### src/verilog/commu_m_pkg.sv
// shared fx bus types, register map and reset values for the communication module slave
package commu_m_pkg;

	// ------------------------------
	// fx bus
	// ------------------------------

	// write side, strobe with address and data byte
	typedef struct packed {
		logic        wr;
		logic [15:0] waddr;
		logic [7:0]  data;
	} fx_wr_t;

	// read side, strobe with address only
	typedef struct packed {
		logic        rd;
		logic [15:0] raddr;
	} fx_rd_t;

	// ------------------------------
	// register select
	// ------------------------------

	// target of one access, debug bytes share one select
	typedef enum logic [2:0] {
		sel_none,
		sel_id,
		sel_status,
		sel_tp,
		sel_dbg
	} reg_sel_e;

	// decoded access, hit already includes strobe and module match
	typedef struct packed {
		logic     hit;
		reg_sel_e sel;
		logic [2:0] dbg_idx;
	} reg_access_t;

	// ------------------------------
	// register map
	// ------------------------------

	localparam logic [7:0] ofs_id       = 8'h00;
	localparam logic [7:0] ofs_status   = 8'h30;
	localparam logic [7:0] ofs_tp       = 8'h40;
	localparam logic [7:0] ofs_dbg_base = 8'h80;

	// debug scratch window is ofs_dbg_base .. ofs_dbg_base + num_dbg - 1
	localparam int num_dbg = 8;

	// reset values
	localparam logic [7:0] rst_tp       = 8'h03;
	// debug byte i comes up as rst_dbg_base + i
	localparam logic [7:0] rst_dbg_base = 8'h80;

endpackage

### src/verilog/fx_addr_decode.sv
// fx bus address decode, turns write and read strobes into register accesses for this module
`timescale 1ns/1ps

module fx_addr_decode import commu_m_pkg::*; (
	input  fx_wr_t      fx_w,
	input  fx_rd_t      fx_r,
	input  logic [5:0]  mod_id,
	output reg_access_t wacc,
	output reg_access_t racc,
	output logic [7:0]  wdata
);

	// ------------------------------
	// one side of the bus
	// ------------------------------

	// bits 13:8 pick the module, bits 7:0 the register
	// bits 15:14 play no part in the match
	function automatic reg_access_t classify(
		input logic        strobe,
		input logic [15:0] addr,
		input logic [5:0]  id
	);
		reg_access_t acc;
		logic [7:0]  ofs;
		logic [7:0]  dbg_ofs;

		ofs     = addr[7:0];
		dbg_ofs = ofs - ofs_dbg_base;

		acc.hit     = strobe && (addr[13:8] == id);
		acc.sel     = sel_none;
		acc.dbg_idx = 3'd0;

		if (ofs == ofs_id) begin
			acc.sel = sel_id;
		end else if (ofs == ofs_status) begin
			acc.sel = sel_status;
		end else if (ofs == ofs_tp) begin
			acc.sel = sel_tp;
		end else if (dbg_ofs < 8'(num_dbg)) begin
			// inside the scratch window, low bits give the byte
			acc.sel     = sel_dbg;
			acc.dbg_idx = dbg_ofs[2:0];
		end

		return acc;
	endfunction

	// ------------------------------
	// write and read sides
	// ------------------------------

	always_comb begin
		wacc = classify(fx_w.wr, fx_w.waddr, mod_id);
		racc = classify(fx_r.rd, fx_r.raddr, mod_id);
	end

	// data byte travels alongside the write access
	assign wdata = fx_w.data;

endmodule

### src/verilog/commu_m_reg.sv
// register storage of the module, holds cfg_tp and the debug scratch bytes and executes writes
`timescale 1ns/1ps

module commu_m_reg import commu_m_pkg::*; (
	input  logic                          clk_sys,
	input  logic                          rst_n,
	input  reg_access_t                   wacc,
	input  logic [7:0]                    wdata,
	output logic [7:0]                    cfg_tp,
	output logic [num_dbg-1:0][7:0]       dbg_regs
);

	// ------------------------------
	// write enables
	// ------------------------------

	logic tp_we;
	logic dbg_we;

	// id, status and unmapped offsets are never written
	always_comb begin
		tp_we  = 1'b0;
		dbg_we = 1'b0;
		if (wacc.hit) begin
			case (wacc.sel)
				sel_tp: begin
					tp_we = 1'b1;
				end
				sel_dbg: begin
					dbg_we = 1'b1;
				end
				default: begin
					tp_we  = 1'b0;
					dbg_we = 1'b0;
				end
			endcase
		end
	end

	// ------------------------------
	// configuration byte
	// ------------------------------

	// new value shows on the output the cycle after the write edge
	always_ff @(posedge clk_sys or negedge rst_n) begin
		if (!rst_n) begin
			cfg_tp <= rst_tp;
		end else if (tp_we) begin
			cfg_tp <= wdata;
		end
	end

	// ------------------------------
	// debug scratch bytes
	// ------------------------------

	// each byte resets to its own value, base plus index
	always_ff @(posedge clk_sys or negedge rst_n) begin
		if (!rst_n) begin
			for (int i = 0; i < num_dbg; i++) begin
				dbg_regs[i] <= rst_dbg_base + 8'(i);
			end
		end else if (dbg_we) begin
			dbg_regs[wacc.dbg_idx] <= wdata;
		end
	end

endmodule

### src/verilog/fx_read_return.sv
// registered read return of the module, puts the selected byte on fx_q for one cycle
`timescale 1ns/1ps

module fx_read_return import commu_m_pkg::*; (
	input  logic                    clk_sys,
	input  logic                    rst_n,
	input  reg_access_t             racc,
	input  logic [5:0]              mod_id,
	input  logic [7:0]              stu_buf_rdy,
	input  logic [7:0]              cfg_tp,
	input  logic [num_dbg-1:0][7:0] dbg_regs,
	output logic [7:0]              fx_q
);

	// ------------------------------
	// source select
	// ------------------------------

	logic [7:0] rd_byte;

	// status is taken live, sampled at the read edge
	always_comb begin
		case (racc.sel)
			sel_id: begin
				rd_byte = {2'b00, mod_id};
			end
			sel_status: begin
				rd_byte = stu_buf_rdy;
			end
			sel_tp: begin
				rd_byte = cfg_tp;
			end
			sel_dbg: begin
				rd_byte = dbg_regs[racc.dbg_idx];
			end
			default: begin
				// unmapped offset reads back zero
				rd_byte = 8'h00;
			end
		endcase
	end

	// ------------------------------
	// return register
	// ------------------------------

	// loads on a hit, clears otherwise, so the byte lasts exactly one cycle
	// registers before a same-cycle write lands, so old value is returned
	always_ff @(posedge clk_sys or negedge rst_n) begin
		if (!rst_n) begin
			fx_q <= 8'h00;
		end else if (racc.hit) begin
			fx_q <= rd_byte;
		end else begin
			fx_q <= 8'h00;
		end
	end

endmodule

### src/verilog/commu_m_top.sv
// top level of the fx bus register slave, wires decode, storage and read return together
`timescale 1ns/1ps

module commu_m_top import commu_m_pkg::*; (
	input  logic       clk_sys,
	input  logic       rst_n,
	// fx bus
	input  fx_wr_t     fx_w,
	input  fx_rd_t     fx_r,
	output logic [7:0] fx_q,
	// module side
	input  logic [5:0] mod_id,
	input  logic [7:0] stu_buf_rdy,
	output logic [7:0] cfg_tp
);

	// ------------------------------
	// internal wires
	// ------------------------------

	reg_access_t             wacc;
	reg_access_t             racc;
	logic [7:0]              wdata;
	logic [num_dbg-1:0][7:0] dbg_regs;

	// ------------------------------
	// decode
	// ------------------------------

	fx_addr_decode i_fx_addr_decode (
		.fx_w   (fx_w),
		.fx_r   (fx_r),
		.mod_id (mod_id),
		.wacc   (wacc),
		.racc   (racc),
		.wdata  (wdata)
	);

	// ------------------------------
	// storage
	// ------------------------------

	commu_m_reg i_commu_m_reg (
		.clk_sys  (clk_sys),
		.rst_n    (rst_n),
		.wacc     (wacc),
		.wdata    (wdata),
		.cfg_tp   (cfg_tp),
		.dbg_regs (dbg_regs)
	);

	// read path sees register values from before this edge's write
	fx_read_return i_fx_read_return (
		.clk_sys     (clk_sys),
		.rst_n       (rst_n),
		.racc        (racc),
		.mod_id      (mod_id),
		.stu_buf_rdy (stu_buf_rdy),
		.cfg_tp      (cfg_tp),
		.dbg_regs    (dbg_regs),
		.fx_q        (fx_q)
	);

endmodule

### config.mk
export PLATFORM = sky130hd
export DESIGN_NAME = commu_m_top
export DESIGN_NICKNAME = d
export VERILOG_FILES = /design/src/verilog/commu_m_pkg.sv /design/src/verilog/fx_addr_decode.sv /design/src/verilog/commu_m_reg.sv /design/src/verilog/fx_read_return.sv /design/src/verilog/commu_m_top.sv
export SDC_FILE = /design/constraint.sdc
export NUM_CORES = 1
export LEC_CHECK = 0
export BUFFER_PORTS_ARGS = -buffer_cell sky130_fd_sc_hd__buf_2
export CAP_MARGIN = 20
export CORE_ASPECT_RATIO = 2
export CORE_MARGIN = 2
export CORE_UTILIZATION = 40
export CTS_CLUSTER_DIAMETER = 100
export DETAILED_ROUTE_END_ITERATION = 12
export SYNTH_ARGS = -nofsm -noshare
export SYNTH_HDL_FRONTEND = slang
export SYNTH_SLANG_ARGS = --single-unit
### constraint.sdc
create_clock -name clk_sys -period 1.63 [get_ports clk_sys]
set_clock_uncertainty 0.1 [all_clocks]
set_input_delay 0.326 -clock clk_sys [delete_from_list [all_inputs] [get_ports clk_sys]]
set_output_delay 0.326 -clock clk_sys [all_outputs]
set_load 0.01 [all_outputs]
==> summary.md, run 1 <==
| Metric | Value |
|---|---|
| Ys Warns | `0` |
| Setup tns final | `-4.14 ns` |
| Max VDD drop | `0.548 mV` |
| Tcrit/Tclk final | `108%` |
| Fin cells | `between 500 and 600` |
| ANT cells | `0` |
| Final-report max-slew violation count | `0` |
| Initial antenna violation count | `0` |
| DRC viols | `0` |
| Die X-Extent | `75.4 microns` |
| Row count | `52` |
| Overflow after GRT | `0` |
| Io pins | `74` |
| Setup crit end kind | `flop` |
| Area of the multi-input gates | `0.00233 sq mm` |
| GP Congestion | `0.848` |
| Critical-path cell list | `buf_6 -> nor4b_4 -> nand4_1 -> buf_12 -> nor4_4 -> buf_12 -> mux2_2` |
| Fillers | `just over 800` |
| Max Freq | `0.569 GHz` |
| Comb power frac | `10.2%` |
| WP data required | `1.75 ns` |
| Syn nets | `342` |
| WP buf/inv | `3` |
| Final ANT Viol Nets | `0` |
| Core area | `approximately 0.01 sq mm` |
| Smallest setup slack after layout | `-0.127 ns` |
| Commonest non-fill, non-tap cell in the layout | `mux2_4` |
| Die ar. | `0.0111 sq mm` |
| # setup viols final | `55` |
| GRT Resource Usage Total | `21.8%` |
| Leakage power | `0.00273 uW` |
| Startpoint types | `input port` |
| CP top delay family | `simple AND/OR/NAND/NOR gates` |
| First-pass GRT wire length | `17400 microns` |
| Worst-case clock buffer depth | `2` |
| Cells after Synth | `roughly 280` |
| Cell area power density | `764 mW/mm^2` |
| Internal | `3410 uW` |
| 1st-pass router iterations | `4` |
| Outcome | `complete, but fails checks` |
| Max Cap Viol | `0` |
| Reg power frac | `roughly 45%` |
| Seq/Total Area, Yosys | `49.8%` |
| Crit path DAT | `1.88 ns` |
| R2r worst-path depth | `4` |
| Total power | `4450 uW` |
| Worst slew pin tran | `0.399 ns` |
| Storage element area | `0.00203 sq mm` |
| Nets | `467` |
| WL/cell | `between 20 and 25 microns` |
| Crit-path max FO | `9` |
| Placed cell count | `529` |
| Cell Area, Synth | `0.00408 sq mm` |
| Number of global-route vias before repair | `between 3000 and 4000` |
| Syn avg cell area | `between 10 and 15 sq um` |
| CP Class | `input port to flop` |
| Number of distinct library cells after synthesis | `38` |
| Share of cells above drive strength 1 | `67.6%` |
| Yosys reg bits | `80` |
| CP dominant cell by count | `buf_12` |
| Initial Util | `between 40% and 50%` |
| Hold_sp | `stu_buf_rdy[6]` |
| Root buffer cell | `clkbuf_16` |
| Violated checks | `setup timing` |
| Half-perimeter wire length after placement | `8190 microns` |
| Net Switching | `1050 uW` |
| 1st-iter DRT viols | `141` |
| Unrepaired setup endpoints after global routing | `yes` |
| Skew-Pair Late Insertion Delay | `around 0.34 ns` |
| Critical-path top delay cell | `mux2_2` |
| Vias | `2897` |
| Max incr delay on CP | `approximately 0.33 ns` |
| Clock-pin slew on the worst setup and hold paths | `0.06 ns` |
| Clock sink count | `80` |
| Num CTS Buffers | `9` |
| Layout area overhead | `43.0%` |
| H-tree depth | `3` |
| Hold depth | `4` |
| Aggregate routed wire length | `11200 microns` |
| Crit path depth | `7` |
| Critical path origin | `fx_w[11]` |
| Net Sw Frac | `23.5%` |
| Die Y | `147 microns` |
| Min cycle time layout | `1.76 ns` |
| Largest net degree at the start of global routing | `28` |
| Max-slew headroom | `between 70 and 80%` |
| Via/cell ratio | `5.28` |
| Worst Hold Class | `input port to flop` |
| Highest-count cells in the layout ignoring fill and taps | `71 x mux2_4, 60 x buf_2, 58 x dfrtp_1` |
| Endpoints failing hold | `0` |
| TritonCTS clock tree | `yes` |
| Buffers on Ports | `69` |
| Start of the worst register-to-register path | `i_commu_m_reg.dbg_regs[46]$_DFFE_PN0P_` |
| Clock Power Share | `45.1%` |
==> cells in the mapped netlist <==
library cell,instances,area (sq um)
mux2_2,77,867
dfrtp_1,58,1450
dfstp_2,22,578
mux4_2,14,315
a21oi_1,12,60.1
nor4_4,9,191
xnor2_1,9,78.8
clkbuf_1,8,30.0
and3_1,7,43.8
nand2_1,7,26.3
or3b_2,7,61.3
nand3_1,6,30.0
o21ai_0,6,30.0
mux2i_1,5,50.1
nor2_1,5,18.8
buf_2,3,15.0
nor3_1,3,15.0
xor2_1,3,26.3
a32o_1,2,20.0
a32oi_1,2,17.5
nand3b_1,2,15.0
a2bb2oi_1,1,8.76
and2_1,1,6.26
and3b_1,1,8.76
and4_1,1,8.76
and4b_1,1,10.0
buf_1,1,3.75
buf_4,1,7.51
inv_1,1,3.75
mux2_1,1,11.3
nand2b_1,1,6.26
nand3_2,1,10.0
nand4_1,1,6.26
nand4_2,1,12.5
nor4b_1,1,8.76
o211a_1,1,10.0
o211ai_1,1,7.51
or2_2,1,6.26
==> flip-flops by register name (all words and copies together), names as in the netlist <==
name / flops
i_commu_m_reg.cfg_tp: 8
i_commu_m_reg.dbg_regs: 64
i_fx_read_return.fx_q: 8
==> power by group through the flow <==
| stage | sequential, uW | clock [uW] | combinational, uW |
|---|---|---|---|
| 2_1_floorplan | 2030 | 0 | 168 |
| 3_3_place_gp | 2030 | 0 | 416 |
| 3_5_place_dp | 2030 | 0 | 421 |
| 4_1_cts | 1990 | 2060 | 447 |
| 5_1_grt | 1990 | 2160 | 490 |
| 6_report | 1990 | 2010 | 453 |
==> kinds of logic (layout without fill, tap and decap cells) <==
group	count (synthesis)	in the layout	synth area share (%)
xor+xnor	12	12	2.58
flops	80	80	49.8
simple gates	56	56	11.9
compound gates	25	25	3.77
buf+inv	14	144	1.47
mux	97	97	30.5
==> stage by stage <==
step	worst slack [ns]	hold WS, ns	util [%]	instance area [sq um]
floorplan	-0.340	-0.0696	-	4300
global placement	-0.507	0.145	52.6	5270
detailed placement	-0.524	0.148	52.6	5270
CTS	-0.112	0.258	57.5	5760
global route	-0.173	0.278	58.2	5830
finish	-0.127	0.275	58.2	5830
==> path summary, 6_finish.rpt <==
| path | slack [ns] | end |
|---|---|---|
| max | -0.13 | i_commu_m_reg.dbg_regs[53]$_DFFE_PN0P_ |
| min | 0.28 | i_fx_read_return.fx_q[6]$_DFF_PN0_ |
| max reg2reg | 0.09 | i_fx_read_return.fx_q[6]$_DFF_PN0_ |
| min reg2reg | 0.40 | i_commu_m_reg.dbg_regs[38]$_DFFE_PN0P_ |
| max in group asynchronous | 0.52 | i_commu_m_reg.dbg_regs[57]$_DFFE_PN1P_ |
| min in group asynchronous | 0.34 | i_commu_m_reg.dbg_regs[5]$_DFFE_PN0P_ |
==> timing repair <==
| item | 4_1_cts | 5_1_grt |
|---|---|---|
| resized for setup | 40 | 18 |
| pin swaps | 3 | 3 |
| buffers inserted | 2 | 1 |
| endpoints found under the hold margin | 9 | 0 |
| setup endpoints to repair | 69 | 72 |
| cloned | 0 | 0 |
| hold buffers | 1 | 0 |
==> worst min-delay path, delay by kind of cell <==
kind	cells	cell delay, ns
AOI/OAI and AO/OA	2	0.18
and+or+nand+nor	1	0.09
buffers and inverters	1	0.07
==> metal layers <==
| metal | vias to the layer above | global-route usage [%] | wire length [microns] |
|---|---|---|---|
| met3 | 17 | 3.98 | 358 |
| met5 | - | 0 | 0 |
| met4 | 0 | 8.86 | 287 |
| met2 | 82 | 40.3 | 6550 |
| met1 | 1478 | 22.8 | 4040 |
| li1 | 1320 | - | - |
==> cell type report <==
cell class                      count  area share, %
Multi-Input combinational cell    190           39.9
Clock inverter                      6           1.18
Timing Repair Buffer              127           17.2
Inverter                            1         0.0644
Clock buffer                       10           3.93
Tap cell                          135           2.90
Sequential cell                    80           34.8
No activity file was read; power rests on OpenSTA's default activity.
==> run 2, diff against run 1 <==
--- a/config.mk
+++ b/config.mk
@@ -9,9 +9,10 @@
 export CAP_MARGIN = 20
 export CORE_ASPECT_RATIO = 2
 export CORE_MARGIN = 2
-export CORE_UTILIZATION = 40
+export CORE_UTILIZATION = 50
 export CTS_CLUSTER_DIAMETER = 100
 export DETAILED_ROUTE_END_ITERATION = 12
+export PLACE_DENSITY = 0.76
 export SYNTH_ARGS = -nofsm -noshare
 export SYNTH_HDL_FRONTEND = slang
 export SYNTH_SLANG_ARGS = --single-unit
==> constraint.sdc (replaced) <==
create_clock -name clk_sys -period 1.5 [get_ports clk_sys]
set_clock_uncertainty 0.1 [all_clocks]
set_input_delay 0.3 -clock clk_sys [delete_from_list [all_inputs] [get_ports clk_sys]]
set_output_delay 0.3 -clock clk_sys [all_outputs]
set_load 0.01 [all_outputs]
==> run 2 against run 1 <==
  * The flow still finishes with violations (setup timing)
  * Non-clock buffer count is 9 higher
  * Wire length increased by 15%
  * Global-route usage is 6.5 points higher
  * Core utilization grew 17 points
  * Via count grew 8.9%
  * Die area is 19% lower
  * Critical path depth unchanged
  * Power rose by 15%
  * Sequential power rose by 9%
  * Critical path type unchanged
==> summary.md, run 2 (synthesis results as in run 1) <==
| Metric | Value |
|---|---|
| Outcome | `complete, but fails checks` |
| Violated checks | `setup timing` |
| Setup crit end kind | `flop` |
| Smallest setup slack after layout | `-0.271 ns` |
| Tcrit/Tclk final | `118%` |
| Max Cap Viol | `0` |
| Initial antenna violation count | `0` |
| Cell area power density | `862 mW/mm^2` |
| GRT Resource Usage Total | `between 20% and 30%` |
| Worst hold margin | `about 0.24 ns` |
| Clock Power Share | `47.0%` |
| Skew-Pair Late Insertion Delay | `0.34 ns` |
| Worst Hold Class | `input port to flop` |
| Crit path DAT | `1.89 ns` |
| Worst slew pin tran | `0.446 ns` |
| Reg power frac | `around 42%` |
| Largest net degree at the start of global routing | `25` |
| Crit-path max FO | `8` |
| Commonest non-fill, non-tap cell in the layout | `mux2_4` |
| Max Freq | `0.565 GHz` |
| Clock-pin slew on the worst setup and hold paths | `0.06 ns` |
| Leakage power | `0.00284 uW` |
| Fin cells | `519` |
| Dpl ws | `-0.632 ns` |
| Placed cell count | `486` |
| Aggregate routed wire length | `12900 microns` |
| 1st-iter DRT viols | `approximately 230` |
| Unrepaired setup endpoints after global routing | `yes` |
| Die ar. | `just under 0.009 sq mm` |
| Nets | `476` |
| Largest reg by FF count | `i_commu_m_reg.dbg_regs` |
| # setup viols final | `76` |
| WL/cell | `24.8 microns` |
| WP data required | `~1.6 ns` |
| Vias | `3155` |
| Initial Util | `just over 50%` |
| Io pins | `74` |
| Max-slew headroom | `between 70% and 80%` |
| Die Y | `132 microns` |
| Startpoint types | `input port` |
| Net Sw Frac | `23.2%` |
| Buffers on Ports | `just under 70` |
| Half-perimeter wire length after placement | `7730 microns` |
| Max VDD drop | `0.721 mV` |
| First-pass GRT wire length | `18000 microns` |
| Number of global-route vias before repair | `3355` |
| Net Switching | `approximately 1200 uW` |
| Max FFs per register | `64` |
| Internal | `3930 uW` |
| Comb power frac | `between 10% and 20%` |
| Top flop regs | `i_commu_m_reg.dbg_regs x64, i_commu_m_reg.cfg_tp x8, i_fx_read_return.fx_q x8` |
| Root buffer cell | `clkbuf_16` |
| H-tree depth | `3` |
| ANT cells | `0` |
| Layout area overhead | `45.8%` |
| Via/cell ratio | `6.08` |
| Die X-Extent | `67.9 microns` |
| Share of cells above drive strength 1 | `70.9%` |
| GP Congestion | `around 0.8` |
| Clock sink count | `80` |
| DRC viols | `0` |
| 1st-pass router iterations | `4` |
| Highest-count cells in the layout ignoring fill and taps | `62 x mux2_4, 60 x buf_2, 58 x dfrtp_1` |
| Row count | `46` |
| TritonCTS clock tree | `yes` |
| Core area | `roughly 0.0079 sq mm` |
| Min cycle time layout | `between 1.5 and 2 ns` |
| Num CTS Buffers | `9` |
| Endpoints failing hold | `0` |
| Final ANT Viol Nets | `0` |
| Overflow after GRT | `0` |
| CP Class | `input port to flop` |
| Worst-case clock buffer depth | `2` |
| Final-report max-slew violation count | `0` |
run 2: through the flow:
stage | cell area [sq um] | utilization, % | setup TNS [ns] | power, uW
final | 5940 | 74.8 | -13.24 | 5130
after CTS | 5820 | 73.3 | -10.30 | 5110
after global placement | 5160 | 65.0 | -38.83 | 2640
after floorplan | 4320 | - | -30.07 | 2390
after global routing | 5940 | 74.8 | -15.14 | 5270
after detailed placement | 5160 | 65.0 | -41.09 | 2650
run 2: path summary, 6_finish.rpt:
check	start	to	slack (ns)	cells after the start
setup / recovery	fx_w[12]	i_commu_m_reg.dbg_regs[52]$_DFFE_PN0P_	-0.27	7
hold / removal	fx_w[2]	i_commu_m_reg.dbg_regs[50]$_DFFE_PN1P_	0.24	2
setup reg to reg	i_commu_m_reg.dbg_regs[16]$_DFFE_PN0P_	i_fx_read_return.fx_q[0]$_DFF_PN0_	-0.03	4
hold reg to reg	i_commu_m_reg.dbg_regs[46]$_DFFE_PN0P_	i_commu_m_reg.dbg_regs[46]$_DFFE_PN0P_	0.41	1
max in group asynchronous	rst_n	i_commu_m_reg.dbg_regs[31]$_DFFE_PN1P_	0.48	3
min in group asynchronous	rst_n	i_commu_m_reg.dbg_regs[38]$_DFFE_PN0P_	0.28	2
run 2: what timing repair did:
| action | 4_1_cts | 5_1_grt |
|---|---|---|
| hold buffers | 1 | 0 |
| hold endpoints to repair | 23 | 0 |
| setup buffers | 8 | 7 |
| setup endpoints to repair | 76 | 78 |
| cloned | 1 | 0 |
| gates resized for setup | 52 | 18 |
| pin swaps | 13 | 8 |
run 2: power by group through the flow:
stage	clock network (uW)	registers, uW	logic (uW)
after floorplan	0	2200	189
after global placement	0	2200	440
after detailed placement	0	2200	451
after CTS	2430	2170	513
after global routing	2530	2170	576
final	2410	2170	551
run 2: cell type report:
| type | count | area (sq um) |
|---|---|---|
| multi-input combinational | 190 | 2350 |
| sequential | 80 | 2030 |
| fill | 449 | 2000 |
| timing repair buffer | 136 | 1110 |
| clock buffer | 10 | 239 |
| tap | 96 | 120 |
| clock inverter | 6 | 90.1 |
| inverter | 1 | 3.75 |
run 2: layer usage:
layer  wire [microns]  track usage [%]  vias up
met5                0                0        -
met4              700             14.8        0
met3              716             4.79       46
met2             6990             49.6      159
met1             4480             31.2     1612
li1                 -                -     1338
run 2: worst max-delay path, cell delays in order:
cell	delay, ns
buf_6	0.10
nor4b_4	0.25
nand4_1	0.18
buf_6	0.20
nor4_4	0.35
buf_12	0.20
mux2_4	0.31
==> run 3, diff against run 2 <==
--- a/config.mk
+++ b/config.mk
@@ -9,10 +9,10 @@
 export CAP_MARGIN = 20
 export CORE_ASPECT_RATIO = 2
 export CORE_MARGIN = 2
-export CORE_UTILIZATION = 50
+export CORE_UTILIZATION = 60
 export CTS_CLUSTER_DIAMETER = 100
 export DETAILED_ROUTE_END_ITERATION = 12
-export PLACE_DENSITY = 0.76
+export PLACE_DENSITY = 0.85
 export SYNTH_ARGS = -nofsm -noshare
 export SYNTH_HDL_FRONTEND = slang
 export SYNTH_SLANG_ARGS = --single-unit
==> constraint.sdc (replaced) <==
create_clock -name clk_sys -period 2.1 [get_ports clk_sys]
set_clock_uncertainty 0.1 [all_clocks]
set_input_delay 0.42 -clock clk_sys [delete_from_list [all_inputs] [get_ports clk_sys]]
set_output_delay 0.42 -clock clk_sys [all_outputs]
set_load 0.01 [all_outputs]
==> run 3 against run 2 <==
  * The run now ends clean
  * Critical path depth stayed put
  * Sequential power is 29% lower
  * Die area is 16% lower
  * Cell area is 13% lower
  * Global-route usage is 0.30 points higher
  * Setup slack better by 0.45 ns
  * Count of clock-buffer cells in the layout is 2 higher
  * Hold slack better by 0.094 ns
  * Register-to-register slack better by 0.61 ns
  * Clock power is 34% lower
  * Via count is 11% lower
  * Power is 34% lower
  * Largest cell class is now registers
==> summary.md, run 3 (synthesis results as in run 1) <==
| Metric | Value |
|---|---|
| Top flop regs | `i_commu_m_reg.dbg_regs x64, i_commu_m_reg.cfg_tp x8, i_fx_read_return.fx_q x8` |
| Die ar. | `about 0.0075 sq mm` |
| Crit-path max FO | `9` |
| WL/cell | `20.7 microns` |
| Internal | `2650 uW` |
| Max Freq | `0.520 GHz` |
| Endpoints failing hold | `0` |
| Commonest non-fill, non-tap cell in the layout | `mux2_2` |
| Num CTS Buffers | `9` |
| Die Y | `121 microns` |
| Core area | `0.00662 sq mm` |
| Largest reg by FF count | `i_commu_m_reg.dbg_regs` |
| DRC viols | `0` |
| Worst Hold Class | `input port to flop` |
| Max incr delay on CP | `0.34 ns` |
| Fillers | `373` |
| Outcome | `completed` |
| Comb power frac | `7.9%` |
| Layout area overhead | `26.2%` |
| Critical-path cell list | `buf_2 -> nor4b_1 -> nand4_1 -> buf_4 -> nor4_4 -> buf_12 -> mux2_2` |
| Row count | `42` |
| Net Sw Frac | `about 22%` |
| FF-to-FF setup slack | `0.58 ns` |
| Largest net degree at the start of global routing | `37` |
| Io pins | `74` |
| 1st-iter DRT viols | `about 190` |
| Max FFs per register | `64` |
| Start of the worst register-to-register path | `i_commu_m_reg.dbg_regs[33]$_DFFE_PN0P_` |
| Via/cell ratio | `between 5 and 6` |
| Fin cells | `~480` |
| Die X-Extent | `62.3 microns` |
| Setup crit end kind | `flop` |
| Max Cap Viol | `0` |
| Overflow after GRT | `0` |
| Skew-Pair Late Insertion Delay | `0.34 ns` |
| Clock-pin slew on the worst setup and hold paths | `~0.060 ns` |
| Worst-case clock buffer depth | `2` |
| Tcrit/Tclk final | `between 90% and 100%` |
| Initial Util | `61.6%` |
| GRT Resource Usage Total | `28.6%` |
| Max VDD drop | `0.843 mV` |
| First-pass GRT wire length | `15800 microns` |
| Net Switching | `761 uW` |
| Initial antenna violation count | `0` |
| Share of cells above drive strength 1 | `63.6%` |
| Leakage power | `0.00247 uW` |
| CP Class | `input port to flop` |
| H-tree depth | `3` |
| Smallest setup slack after layout | `roughly 0.18 ns` |
| Dpl ws | `-0.185 ns` |
| Max-slew headroom | `70.4%` |
| WP data required | `2.22 ns` |
| Clock Power Share | `a little under half` |
| Buffers on Ports | `69` |
| 1st-pass router iterations | `4` |
| Placed cell count | `458` |
| Area of the multi-input gates | `0.00199 sq mm` |
| Storage element area | `0.00203 sq mm` |
| Critical path origin | `fx_w[11]` |
| ANT cells | `0` |
| Crit path DAT | `around 2 ns` |
| # setup viols final | `0` |
| GP Congestion | `0.828` |
| Half-perimeter wire length after placement | `7100 microns` |
| Reg power frac | `between 40 and 50%` |
| Critical-path top delay cell | `nor4_4` |
| Unrepaired setup endpoints after global routing | `no` |
| Startpoint types | `input port` |
| Highest-count cells in the layout ignoring fill and taps | `77 x mux2_2, 68 x buf_2, 58 x dfrtp_1` |
| Root buffer cell | `clkbuf_16` |
| Clock sink count | `80` |
| Nets | `440` |
| Vias | `2814` |
| Worst hold margin | `between 0.3 and 0.4 ns` |
| Final-report max-slew violation count | `0` |
| Aggregate routed wire length | `9840 microns` |
| Number of global-route vias before repair | `3134` |
| Hold_sp | `fx_w[3]` |
| Cell area power density | `662 mW/mm^2` |
| Worst slew pin tran | `0.443 ns` |
| Final ANT Viol Nets | `0` |
| TritonCTS clock tree | `yes` |
| Min cycle time layout | `1.92 ns` |
## run 3: cell count changes in the layout (fill, tap and decap cells not counted), sizes merged
cell    before  now
buf        135   99
bufinv       2    1
clkbuf      10   12
clkinv       2    1
## run 3: stage by stage
step                      area (sq um)  TNS, ns  utilization (%)  power, uW
after floorplan                   4080        0                -       1680
after global placement            4830    -6.53             72.9       1830
after detailed placement          4830    -8.33             72.9       1840
after CTS                         5150        0             77.7       3440
after global routing              5150        0             77.7       3520
final                             5150        0             77.7       3410
## run 3: path summary, 6_finish.rpt
kind,end,cells after the start
setup reg to reg,i_fx_read_return.fx_q[1]$_DFF_PN0_,4
max in group asynchronous,i_commu_m_reg.dbg_regs[23]$_DFFE_PN1P_,3
setup / recovery,i_commu_m_reg.dbg_regs[22]$_DFFE_PN0P_,7
hold / removal,i_commu_m_reg.cfg_tp[3]$_DFFE_PN0P_,2
min in group asynchronous,i_commu_m_reg.dbg_regs[43]$_DFFE_PN0P_,2
hold reg to reg,i_commu_m_reg.dbg_regs[19]$_DFFE_PN0P_,1
## run 3: routing by layer
metal,GRT usage [%],vias to the layer above,routed length [microns]
li1,-,1267,-
met1,31.7,1408,3700
met2,50.3,104,5200
met3,5.95,35,467
met4,16.7,0,473
met5,0,-,0
## run 3: worst max-delay path: cells and delay by family
family | cells | cell delay (ns)
buffers and inverters | 3 | 0.50
multiplexers | 1 | 0.34
AND/OR/NAND/NOR | 3 | 0.76
## run 3: final cells by class
type / count / share of cell area, %
Timing Repair Buffer: 100 / 13.8
Multi-Input combinational cell: 190 / 38.6
Inverter: 1 / 0.0729
Clock inverter: 4 / 0.997
Clock buffer: 12 / 4.98
Sequential cell: 80 / 39.4
Tap cell: 88 / 2.14
## run 3: what timing repair did
| action | 4_1_cts | 5_1_grt |
|---|---|---|
| resized for setup | 0 | 0 |
| endpoints found under the setup margin | 0 | 0 |
| setup buffers | 0 | 0 |
| hold buffers | 1 | 0 |
| endpoints found under the hold margin | 24 | 0 |
## run 3: power groups by stage
stage | clock network, uW | registers [uW] | logic [uW]
final | 1590 | 1550 | 270
after global routing | 1680 | 1550 | 295
after CTS | 1620 | 1550 | 271
after detailed placement | 0 | 1570 | 267
after global placement | 0 | 1570 | 257
after floorplan | 0 | 1570 | 109
